## src/design/ex_cfg.svh

```systemverilog
`ifndef EX_CFG_SVH
`define EX_CFG_SVH

// datapath widths
`define XLEN            32
`define INST_W          32
`define REG_ADDR_W      5
`define FUNCT3_W        3
`define BYTE_EN_W       4
`define CACHE_ADDR_W    21

// word index slice of the byte address
`define CACHE_ADDR_HI   22
`define CACHE_ADDR_LO   2

// rv32i major opcodes
`define OPC_OP_IMM      7'b0010011
`define OPC_OP          7'b0110011
`define OPC_BRANCH      7'b1100011
`define OPC_JAL         7'b1101111
`define OPC_JALR        7'b1100111
`define OPC_LUI         7'b0110111
`define OPC_AUIPC       7'b0010111
`define OPC_LOAD        7'b0000011
`define OPC_STORE       7'b0100011

// alu funct3, shared by imm and reg forms
`define F3_ADD          3'b000
`define F3_SLL          3'b001
`define F3_SLT          3'b010
`define F3_SLTU         3'b011
`define F3_XOR          3'b100
`define F3_SRL          3'b101
`define F3_OR           3'b110
`define F3_AND          3'b111

// branch funct3
`define F3_BEQ          3'b000
`define F3_BNE          3'b001
`define F3_BLT          3'b100
`define F3_BGE          3'b101
`define F3_BLTU         3'b110
`define F3_BGEU         3'b111

// store funct3
`define F3_SB           3'b000
`define F3_SH           3'b001
`define F3_SW           3'b010

`endif

```

## src/design/ex_pkg.sv

```systemverilog
`include "ex_cfg.svh"

package ex_pkg;

    typedef logic [`XLEN-1:0]         word_t;
    typedef logic [`REG_ADDR_W-1:0]   reg_addr_t;
    typedef logic [`INST_W-1:0]       inst_t;
    typedef logic [`FUNCT3_W-1:0]     funct3_t;
    typedef logic [`BYTE_EN_W-1:0]    byte_en_t;
    typedef logic [`CACHE_ADDR_W-1:0] cache_addr_t;

    // instruction class seen by the output register
    typedef enum logic [2:0] {
        CLS_NONE,
        CLS_ALU,
        CLS_BRANCH,
        CLS_JUMP,
        CLS_LUI,
        CLS_AUIPC,
        CLS_LOAD,
        CLS_STORE
    } op_class_e;

    typedef enum logic [2:0] {
        ALU_ADD,
        ALU_SLT,
        ALU_SLTU,
        ALU_XOR,
        ALU_OR,
        ALU_AND,
        ALU_SLL,
        ALU_SRL
    } alu_op_e;

endpackage

```

## src/design/ex_alu.sv

```systemverilog
`timescale 1ns/10ps
`include "ex_cfg.svh"

module ex_alu import ex_pkg::*; (
    input  alu_op_e alu_op_i,
    input  word_t   a_i,
    input  word_t   b_i,
    output word_t   result_o
);

    logic [4:0] shamt;
    logic       lt_s;
    logic       lt_u;

    assign shamt = b_i[4:0];           // same bits for slli and sll
    assign lt_s  = $signed(a_i) < $signed(b_i);
    assign lt_u  = a_i < b_i;

    always_comb begin
        case (alu_op_i)
            ALU_ADD:  result_o = a_i + b_i;
            ALU_SLT:  result_o = {{(`XLEN-1){1'b0}}, lt_s};
            ALU_SLTU: result_o = {{(`XLEN-1){1'b0}}, lt_u};
            ALU_XOR:  result_o = a_i ^ b_i;
            ALU_OR:   result_o = a_i | b_i;
            ALU_AND:  result_o = a_i & b_i;
            ALU_SLL:  result_o = a_i << shamt;
            default:  result_o = a_i >> shamt;  // srl
        endcase
    end

endmodule

```

## src/design/ex_branch.sv

```systemverilog
`timescale 1ns/10ps
`include "ex_cfg.svh"

module ex_branch import ex_pkg::*; (
    input  funct3_t funct3_i,
    input  logic    is_branch_i,
    input  logic    is_jump_i,
    input  word_t   rs1_i,
    input  word_t   rs2_i,
    input  word_t   base_i,
    input  word_t   ofs_i,
    output logic    taken_o,
    output word_t   target_o
);

    logic eq;
    logic lt_s;
    logic lt_u;
    logic cond;

    // one comparator set feeds all six conditions
    assign eq   = rs1_i == rs2_i;
    assign lt_s = $signed(rs1_i) < $signed(rs2_i);
    assign lt_u = rs1_i < rs2_i;

    always_comb begin
        case (funct3_i)
            `F3_BEQ:  cond = eq;
            `F3_BNE:  cond = !eq;
            `F3_BLT:  cond = lt_s;
            `F3_BGE:  cond = !lt_s;
            `F3_BLTU: cond = lt_u;
            `F3_BGEU: cond = !lt_u;
            default:  cond = 1'b0;
        endcase
    end

    assign taken_o  = is_jump_i || (is_branch_i && cond);
    assign target_o = base_i + ofs_i;

    always_comb begin
        assert (!taken_o || is_branch_i || is_jump_i)
            else $error("ex_branch: taken without branch or jump");
    end

endmodule

```

## src/design/ex_decode.sv

```systemverilog
`timescale 1ns/10ps
`include "ex_cfg.svh"

module ex_decode import ex_pkg::*; (
    input  inst_t     inst_i,
    input  word_t     reg2_rdata_i,
    input  word_t     imm_i,
    output op_class_e op_class_o,
    output alu_op_e   alu_op_o,
    output word_t     alu_b_o,
    output reg_addr_t rd_o
);

    logic [6:0] opcode;
    funct3_t    funct3;
    logic [6:0] funct7;

    assign opcode = inst_i[6:0];
    assign funct3 = inst_i[14:12];
    assign funct7 = inst_i[31:25];
    assign rd_o   = inst_i[11:7];

    // funct3 maps the same way for both alu forms
    always_comb begin
        case (funct3)
            `F3_ADD:  alu_op_o = ALU_ADD;
            `F3_SLL:  alu_op_o = ALU_SLL;
            `F3_SLT:  alu_op_o = ALU_SLT;
            `F3_SLTU: alu_op_o = ALU_SLTU;
            `F3_XOR:  alu_op_o = ALU_XOR;
            `F3_SRL:  alu_op_o = ALU_SRL;
            `F3_OR:   alu_op_o = ALU_OR;
            default:  alu_op_o = ALU_AND;
        endcase
    end

    always_comb begin
        op_class_o = CLS_NONE;
        alu_b_o    = imm_i;            // immediate unless register form
        case (opcode)
            `OPC_OP_IMM: op_class_o = CLS_ALU;
            `OPC_OP: begin
                alu_b_o = reg2_rdata_i;
                if (funct7 == 7'd0) begin
                    op_class_o = CLS_ALU;  // sub/sra style encodings stay none
                end
            end
            `OPC_BRANCH: begin
                if (funct3 != 3'b010 && funct3 != 3'b011) begin
                    op_class_o = CLS_BRANCH;
                end
            end
            `OPC_JAL,
            `OPC_JALR:   op_class_o = CLS_JUMP;
            `OPC_LUI:    op_class_o = CLS_LUI;
            `OPC_AUIPC:  op_class_o = CLS_AUIPC;
            `OPC_LOAD:   op_class_o = CLS_LOAD;
            `OPC_STORE: begin
                if (funct3 == `F3_SB || funct3 == `F3_SH || funct3 == `F3_SW) begin
                    op_class_o = CLS_STORE;
                end
            end
            default:     op_class_o = CLS_NONE; // fence and unknown opcodes
        endcase
    end

endmodule

```

## src/design/ex_lsu_req.sv

```systemverilog
`timescale 1ns/10ps
`include "ex_cfg.svh"

module ex_lsu_req import ex_pkg::*; (
    input  inst_t       inst_i,
    input  word_t       rs1_i,
    input  word_t       rs2_i,
    input  word_t       imm_i,
    output cache_addr_t addr_o,
    output byte_en_t    byte_en_o,
    output word_t       wdata_o,
    output logic [1:0]  offset_o
);

    funct3_t funct3;
    word_t   eff_addr;

    assign funct3   = inst_i[14:12];
    assign eff_addr = rs1_i + imm_i;
    assign addr_o   = eff_addr[`CACHE_ADDR_HI:`CACHE_ADDR_LO];
    assign offset_o = eff_addr[1:0];   // byte within the word

    // store lane steering
    always_comb begin
        case (funct3)
            `F3_SB: begin
                byte_en_o = byte_en_t'(1) << offset_o;
                wdata_o   = word_t'(rs2_i[7:0]) << {offset_o, 3'b000};
            end
            `F3_SH: begin
                if (offset_o[1]) begin
                    byte_en_o = 4'b1100;
                    wdata_o   = {rs2_i[15:0], 16'h0000};
                end else begin
                    byte_en_o = 4'b0011;
                    wdata_o   = {16'h0000, rs2_i[15:0]};
                end
            end
            `F3_SW: begin
                byte_en_o = 4'b1111;
                wdata_o   = rs2_i;
            end
            default: begin
                byte_en_o = '0;
                wdata_o   = '0;
            end
        endcase
    end

    always_comb begin
        if (funct3 == `F3_SB) begin
            assert ($onehot(byte_en_o))
                else $error("ex_lsu_req: sb mask %b not one-hot", byte_en_o);
        end
    end

endmodule

```

## src/design/ex_mem_reg.sv

```systemverilog
`timescale 1ns/10ps
`include "ex_cfg.svh"

module ex_mem_reg import ex_pkg::*; (
    input  logic        clk,
    input  logic        rst_n_i,
    input  op_class_e   op_class_i,
    input  reg_addr_t   rd_i,
    input  funct3_t     funct3_i,
    input  word_t       inst_addr_i,
    input  word_t       imm_i,
    input  word_t       alu_result_i,
    input  logic        taken_i,
    input  word_t       target_i,
    input  cache_addr_t addr_i,
    input  byte_en_t    byte_en_i,
    input  word_t       wdata_i,
    input  logic [1:0]  offset_i,
    output logic        reg_we_o,
    output reg_addr_t   reg_waddr_o,
    output word_t       reg_wdata_o,
    output logic        jump_flag_o,
    output word_t       jump_addr_o,
    output logic        hold_flag_o,
    output cache_addr_t mem_addr_o,
    output byte_en_t    mem_byte_en_o,
    output word_t       mem_wdata_o,
    output logic        mem_read_o,
    output logic        mem_write_o,
    output reg_addr_t   wait_rd_o,
    output logic [1:0]  wait_offset_o,
    output funct3_t     wait_funct3_o
);

    logic        reg_we_d;
    word_t       reg_wdata_d;
    logic        jump_flag_d;
    word_t       jump_addr_d;
    logic        mem_read_d;
    logic        mem_write_d;
    cache_addr_t mem_addr_d;
    byte_en_t    mem_byte_en_d;
    word_t       mem_wdata_d;
    logic        load_tag;

    always_comb begin
        reg_we_d      = 1'b0;
        reg_wdata_d   = '0;
        jump_flag_d   = 1'b0;
        jump_addr_d   = '0;
        mem_read_d    = 1'b0;
        mem_write_d   = 1'b0;
        mem_addr_d    = '0;
        mem_byte_en_d = '0;
        mem_wdata_d   = '0;
        case (op_class_i)
            CLS_ALU: begin
                reg_we_d    = 1'b1;
                reg_wdata_d = alu_result_i;
            end
            CLS_BRANCH: begin
                jump_flag_d = taken_i;
                jump_addr_d = target_i;
            end
            CLS_JUMP: begin
                reg_we_d    = 1'b1;
                reg_wdata_d = inst_addr_i + `XLEN'(4);  // link
                jump_flag_d = taken_i;
                jump_addr_d = target_i;
            end
            CLS_LUI: begin
                reg_we_d    = 1'b1;
                reg_wdata_d = imm_i;
            end
            CLS_AUIPC: begin
                reg_we_d    = 1'b1;
                reg_wdata_d = inst_addr_i + imm_i;
            end
            CLS_LOAD: begin
                mem_read_d = 1'b1;
                mem_addr_d = addr_i;
            end
            CLS_STORE: begin
                mem_write_d   = 1'b1;
                mem_addr_d    = addr_i;
                mem_byte_en_d = byte_en_i;
                mem_wdata_d   = wdata_i;
            end
            default: begin
                reg_we_d = 1'b0;
            end
        endcase
    end

    assign load_tag = op_class_i == CLS_LOAD;

    always_ff @(posedge clk) begin
        if (!rst_n_i) begin
            reg_we_o      <= 1'b0;
            reg_waddr_o   <= '0;
            reg_wdata_o   <= '0;
            jump_flag_o   <= 1'b0;
            jump_addr_o   <= '0;
            hold_flag_o   <= 1'b0;
            mem_addr_o    <= '0;
            mem_byte_en_o <= '0;
            mem_wdata_o   <= '0;
            mem_read_o    <= 1'b0;
            mem_write_o   <= 1'b0;
            wait_rd_o     <= '0;
            wait_offset_o <= '0;
            wait_funct3_o <= '0;
        end else begin
            reg_we_o      <= reg_we_d;
            reg_waddr_o   <= reg_we_d ? rd_i : '0;
            reg_wdata_o   <= reg_wdata_d;
            jump_flag_o   <= jump_flag_d;
            jump_addr_o   <= jump_addr_d;
            hold_flag_o   <= load_tag;     // stall until the load returns
            mem_addr_o    <= mem_addr_d;
            mem_byte_en_o <= mem_byte_en_d;
            mem_wdata_o   <= mem_wdata_d;
            mem_read_o    <= mem_read_d;
            mem_write_o   <= mem_write_d;
            wait_rd_o     <= load_tag ? rd_i : '0;
            wait_offset_o <= load_tag ? offset_i : 2'b00;
            wait_funct3_o <= load_tag ? funct3_i : '0;
        end
    end

    a_rd_wr_excl: assert property (@(posedge clk) disable iff (!rst_n_i)
        !(mem_read_o && mem_write_o))
        else $error("ex_mem_reg: read and write strobes both high");

endmodule

```

## src/design/ex_stage.sv

```systemverilog
`timescale 1ns/10ps
`include "ex_cfg.svh"

module ex_stage import ex_pkg::*; (
    input  logic        clk,
    input  logic        rst_n_i,
    // from id
    input  inst_t       inst_i,
    input  word_t       inst_addr_i,
    input  word_t       reg1_rdata_i,
    input  word_t       reg2_rdata_i,
    input  word_t       imm_i,
    input  word_t       jump_base_i,
    input  word_t       jump_ofs_i,
    // write-back
    output logic        reg_we_o,
    output reg_addr_t   reg_waddr_o,
    output word_t       reg_wdata_o,
    // control
    output logic        jump_flag_o,
    output word_t       jump_addr_o,
    output logic        hold_flag_o,
    // data cache
    output cache_addr_t mem_addr_o,
    output byte_en_t    mem_byte_en_o,
    output word_t       mem_wdata_o,
    output logic        mem_read_o,
    output logic        mem_write_o,
    // load write-back tag
    output reg_addr_t   wait_rd_o,
    output logic [1:0]  wait_offset_o,
    output funct3_t     wait_funct3_o
);

    op_class_e   op_class;
    alu_op_e     alu_op;
    word_t       alu_b;
    reg_addr_t   rd;
    funct3_t     funct3;
    word_t       alu_result;
    logic        is_branch;
    logic        is_jump;
    logic        taken;
    word_t       target;
    cache_addr_t lsu_addr;
    byte_en_t    lsu_byte_en;
    word_t       lsu_wdata;
    logic [1:0]  lsu_offset;

    assign funct3    = inst_i[14:12];
    assign is_branch = op_class == CLS_BRANCH;
    assign is_jump   = op_class == CLS_JUMP;

    ex_decode u_decode (
        .inst_i       (inst_i),
        .reg2_rdata_i (reg2_rdata_i),
        .imm_i        (imm_i),
        .op_class_o   (op_class),
        .alu_op_o     (alu_op),
        .alu_b_o      (alu_b),
        .rd_o         (rd)
    );

    ex_alu u_alu (
        .alu_op_i (alu_op),
        .a_i      (reg1_rdata_i),
        .b_i      (alu_b),
        .result_o (alu_result)
    );

    ex_branch u_branch (
        .funct3_i    (funct3),
        .is_branch_i (is_branch),
        .is_jump_i   (is_jump),
        .rs1_i       (reg1_rdata_i),
        .rs2_i       (reg2_rdata_i),
        .base_i      (jump_base_i),
        .ofs_i       (jump_ofs_i),
        .taken_o     (taken),
        .target_o    (target)
    );

    ex_lsu_req u_lsu_req (
        .inst_i    (inst_i),
        .rs1_i     (reg1_rdata_i),
        .rs2_i     (reg2_rdata_i),
        .imm_i     (imm_i),
        .addr_o    (lsu_addr),
        .byte_en_o (lsu_byte_en),
        .wdata_o   (lsu_wdata),
        .offset_o  (lsu_offset)
    );

    ex_mem_reg u_mem_reg (
        .clk           (clk),
        .rst_n_i       (rst_n_i),
        .op_class_i    (op_class),
        .rd_i          (rd),
        .funct3_i      (funct3),
        .inst_addr_i   (inst_addr_i),
        .imm_i         (imm_i),
        .alu_result_i  (alu_result),
        .taken_i       (taken),
        .target_i      (target),
        .addr_i        (lsu_addr),
        .byte_en_i     (lsu_byte_en),
        .wdata_i       (lsu_wdata),
        .offset_i      (lsu_offset),
        .reg_we_o      (reg_we_o),
        .reg_waddr_o   (reg_waddr_o),
        .reg_wdata_o   (reg_wdata_o),
        .jump_flag_o   (jump_flag_o),
        .jump_addr_o   (jump_addr_o),
        .hold_flag_o   (hold_flag_o),
        .mem_addr_o    (mem_addr_o),
        .mem_byte_en_o (mem_byte_en_o),
        .mem_wdata_o   (mem_wdata_o),
        .mem_read_o    (mem_read_o),
        .mem_write_o   (mem_write_o),
        .wait_rd_o     (wait_rd_o),
        .wait_offset_o (wait_offset_o),
        .wait_funct3_o (wait_funct3_o)
    );

endmodule

```

## config.mk

```make
export PLATFORM = sky130hd
export DESIGN_NAME = ex_stage
export DESIGN_NICKNAME = d
export VERILOG_FILES = /design/src/design/ex_pkg.sv /design/src/design/ex_alu.sv /design/src/design/ex_branch.sv /design/src/design/ex_decode.sv /design/src/design/ex_lsu_req.sv /design/src/design/ex_mem_reg.sv /design/src/design/ex_stage.sv
export VERILOG_INCLUDE_DIRS = /design/src /design/src/design
export SDC_FILE = /design/constraint.sdc
export NUM_CORES = 1
export LEC_CHECK = 0
export ABC_AREA = 0
export ABC_CLOCK_PERIOD_IN_PS = 5650
export BUFFER_PORTS_ARGS = -buffer_cell sky130_fd_sc_hd__buf_2
export CAP_MARGIN = 20
export CORE_MARGIN = 2
export CORE_UTILIZATION = 52
export DETAILED_ROUTE_END_ITERATION = 10
export PLACE_DENSITY = 0.76
export SLEW_MARGIN = 20
export SYNTH_ARGS = -nofsm -noshare
export SYNTH_HDL_FRONTEND = slang
export SYNTH_SLANG_ARGS = --single-unit
```

## constraint.sdc

```tcl
create_clock -name clk -period 5.65 [get_ports clk]
set_input_delay 1.695 -clock clk [delete_from_list [all_inputs] [get_ports clk]]
set_output_delay 1.695 -clock clk [all_outputs]
set_load 0.02 [all_outputs]
```

==> flow_summary.json <==
{
  "violations": "design-rule violations",
  "fin_crit_sh": 0.924,
  "dr.pass1.iters": 11,
  "outcome": "finished, violations left",
  "antenna_found_initial": 2,
  "crit_chain": "buf_2, and3b_1, buf_4, buf_4, nand3_1, and2_2, inv_4, ha_1, a21o_1, a221oi_2, nand3_1, nand3_1, a21oi_1, buf_4, a221o_1, mux2i_1, o21ai_0, a222oi_1, o32ai_1",
  "h-tree-depth": 4,
  "pin_count": 367,
  "seq_power_share": 0.257,
  "critPathKind": "in -> reg",
  "max_cap_viol_count": 0,
  "hold_viol": 0,
  "rsz0062_at_grt": "no",
  "wl_per_cell_um": 25.6,
  "ys.flop_type": "dfxtp_1",
  "grt_use_total": 0.452,
  "port_buffers": 356,
  "setup_tns_ns": 0,
  "cts_tree": "yes",
  "power.total_mw": 3.85,
  "die_h_um": 190,
  "cts_sinks": 140,
  "intPower_mw": 2.25,
  "cpMaxStageDelayCell": "a222oi_1",
  "final_common_cell": "buf_2",
  "start_util": 0.532,
  "power.density_mw_per_mm2": 181,
  "syn2layout_area_growth_pct": 18.6,
  "syn-num-nets": 2902,
  "power_frac_comb": 0.439,
  "grt_first_pass_wirelength_mm": 123,
  "synth_cell_types": 91,
  "p_switching_mw": 1.60,
  "crit_path_max_incr_delay_ns": 0.53,
  "tightest_slew_ns": 1.06,
  "rows": 67,
  "syn_area_mm2": 0.0179,
  "regArea_mm2": 0.00280,
  "drive_gt1_frac": 0.198,
  "die_w_um": 190,
  "hp-class": "in -> reg",
  "ir_drop_mv": 0.241,
  "slew_headroom": 0.287,
  "core_area_mm2": 0.0337,
  "cp-start-kind": "input port",
  "synthArstFlopShare": 0,
  "p_leak_nw": 10.2,
  "drtIter0Drc": 2875,
  "yosys-top-cells-area": "dfxtp_1, ha_1, nor2_1",
  "ant_nets": 0,
  "cts_hold_buf": 0,
  "cts_resized": 0,
  "final_cell_mix": "buf_2, nor2_1, ha_1",
  "critPathMaxFanout": 8,
  "multiInputGateArea_mm2": 0.0139,
  "numCtsBuffers": 17,
  "cts.clk_slew.worst_paths_ns": 0.06,
  "synth_edf_count": 0,
  "post_cts_buffers": 0,
  "nets": 3265,
  "setup_slack_ns": 0.430,
  "syn_inst": 2466,
  "grt_max_degree": 72,
  "cts_root_buf": "clkbuf_16",
  "clock.fmax_mhz": 192,
  "p_clk_frac": 0.304,
  "final_util": 0.631,
  "ys_ff_latch": 140,
  "yosysTopAreaCellShare": 0.156,
  "yosysSeqAreaShare": 0.156,
  "switching_share": 0.415,
  "hpwl_mm": 67.1,
  "grt_pass1_vias": 20700,
  "critPathCaptureType": "register",
  "nFillCells": 3155,
  "num_vias": 21800,
  "gp_congestion": 1.11,
  "arrival_ns": 5.53,
  "synth_top_cell_by_area": "dfxtp_1",
  "place_ws_ns": 0.0743,
  "wl_mm": 84.3,
  "yosysWarningCount": 0,
  "grt_overflow_total": 0,
  "cts_buffer_depth": 2,
  "period_needed_ns": 5.22,
  "crit_required_ns": 5.96,
  "die_area_mm2": 0.0360,
  "viasPerCell": 6.63,
  "synth_area_per_cell_um2": 7.27,
  "setup_violations": 0,
  "slew_viol_final": 0,
  "drc": 2
}
-- state kept, by name, indices dropped and copies added, names as in the netlist --
register                 cells
u_mem_reg.jump_addr_o       32
u_mem_reg.mem_wdata_o       32
u_mem_reg.reg_wdata_o       32
u_mem_reg.mem_addr_o        21
u_mem_reg.reg_waddr_o        5
u_mem_reg.wait_rd_o          5
u_mem_reg.mem_byte_en_o      4
u_mem_reg.wait_funct3_o      3
u_mem_reg.wait_offset_o      2
u_mem_reg.jump_flag_o        1
u_mem_reg.mem_read_o         1
u_mem_reg.mem_write_o        1
u_mem_reg.reg_we_o           1
-- logic make-up after synthesis --
| family | synth area share |
|---|---|
| AO/OA/AOI/OAI | 0.316 |
| AND/OR/NAND/NOR | 0.214 |
| buffers and inverters | 0.0668 |
| adder cells (fa/ha/maj) | 0.148 |
| flip-flops | 0.156 |
| XOR/XNOR | 0.0523 |
| multiplexers | 0.0462 |
-- synthesized netlist by cell type, drive strengths merged, types with 30 or more instances --
| cell | n |
|---|---|
| a211oi | 50 |
| a21o | 89 |
| a21oi | 161 |
| a31oi | 30 |
| buf | 59 |
| clkbuf | 82 |
| dfxtp | 140 |
| ha | 206 |
| inv | 145 |
| mux2i | 68 |
| nand2 | 179 |
| nand2b | 35 |
| nand3 | 104 |
| nor2 | 253 |
| nor3 | 67 |
| o211ai | 54 |
| o21ai | 199 |
| xnor2 | 61 |
| xor2 | 46 |
-- critical path, delay by kind of cell --
kind | cells | cell delay [ns]
AOI/OAI and AO/OA | 7 | 1.76
buffers and inverters | 5 | 0.78
adders and majority gates | 1 | 0.23
and+or+nand+nor | 5 | 0.87
muxes | 1 | 0.17
-- layer usage --
layer,vias up,track usage,part of all wire
li1,9825,-,-
met1,10000,0.529,0.37
met2,1610,0.710,0.43
met3,379,0.116,0.12
met4,0,0.345,0.085
met5,-,0,0
-- metrics by stage --
stage,cells,hold WS (ns),area [um2]
finish,3292,1.46,21300
global placement,3258,1.90,20600
CTS,3290,1.45,21200
floorplan,2466,1.82,17900
global route,3291,1.45,21300
detailed placement,3258,1.91,20600
-- power groups by stage --
stage	Clock [mW]	Sequential, mW	Combinational, mW
floorplan	0	1.02	1.01
global placement	0	1.01	1.58
detailed placement	0	1.01	1.61
CTS	1.18	0.991	1.62
global route	1.22	0.991	1.79
finish	1.17	0.991	1.69
-- layout make-up --
class / count / area share
well taps: 448 / 0.0264
multi-input cells: 2038 / 0.656
inverters: 147 / 0.0261
clock inverters: 15 / 0.00812
clock buffers: 17 / 0.0200
diodes: 2 / 0.000235
repair buffers: 485 / 0.131
flip-flops and latches: 140 / 0.132
-- worst paths after layout --
kind	start	endpoint	slack, ns	cells past startpoint
worst max-delay path	inst_i[5]	u_mem_reg.reg_wdata_o[22]	0.43	19
worst min-delay path	inst_i[8]	u_mem_reg.reg_waddr_o[1]	1.46	2
Power figures use the tool's default switching activity.
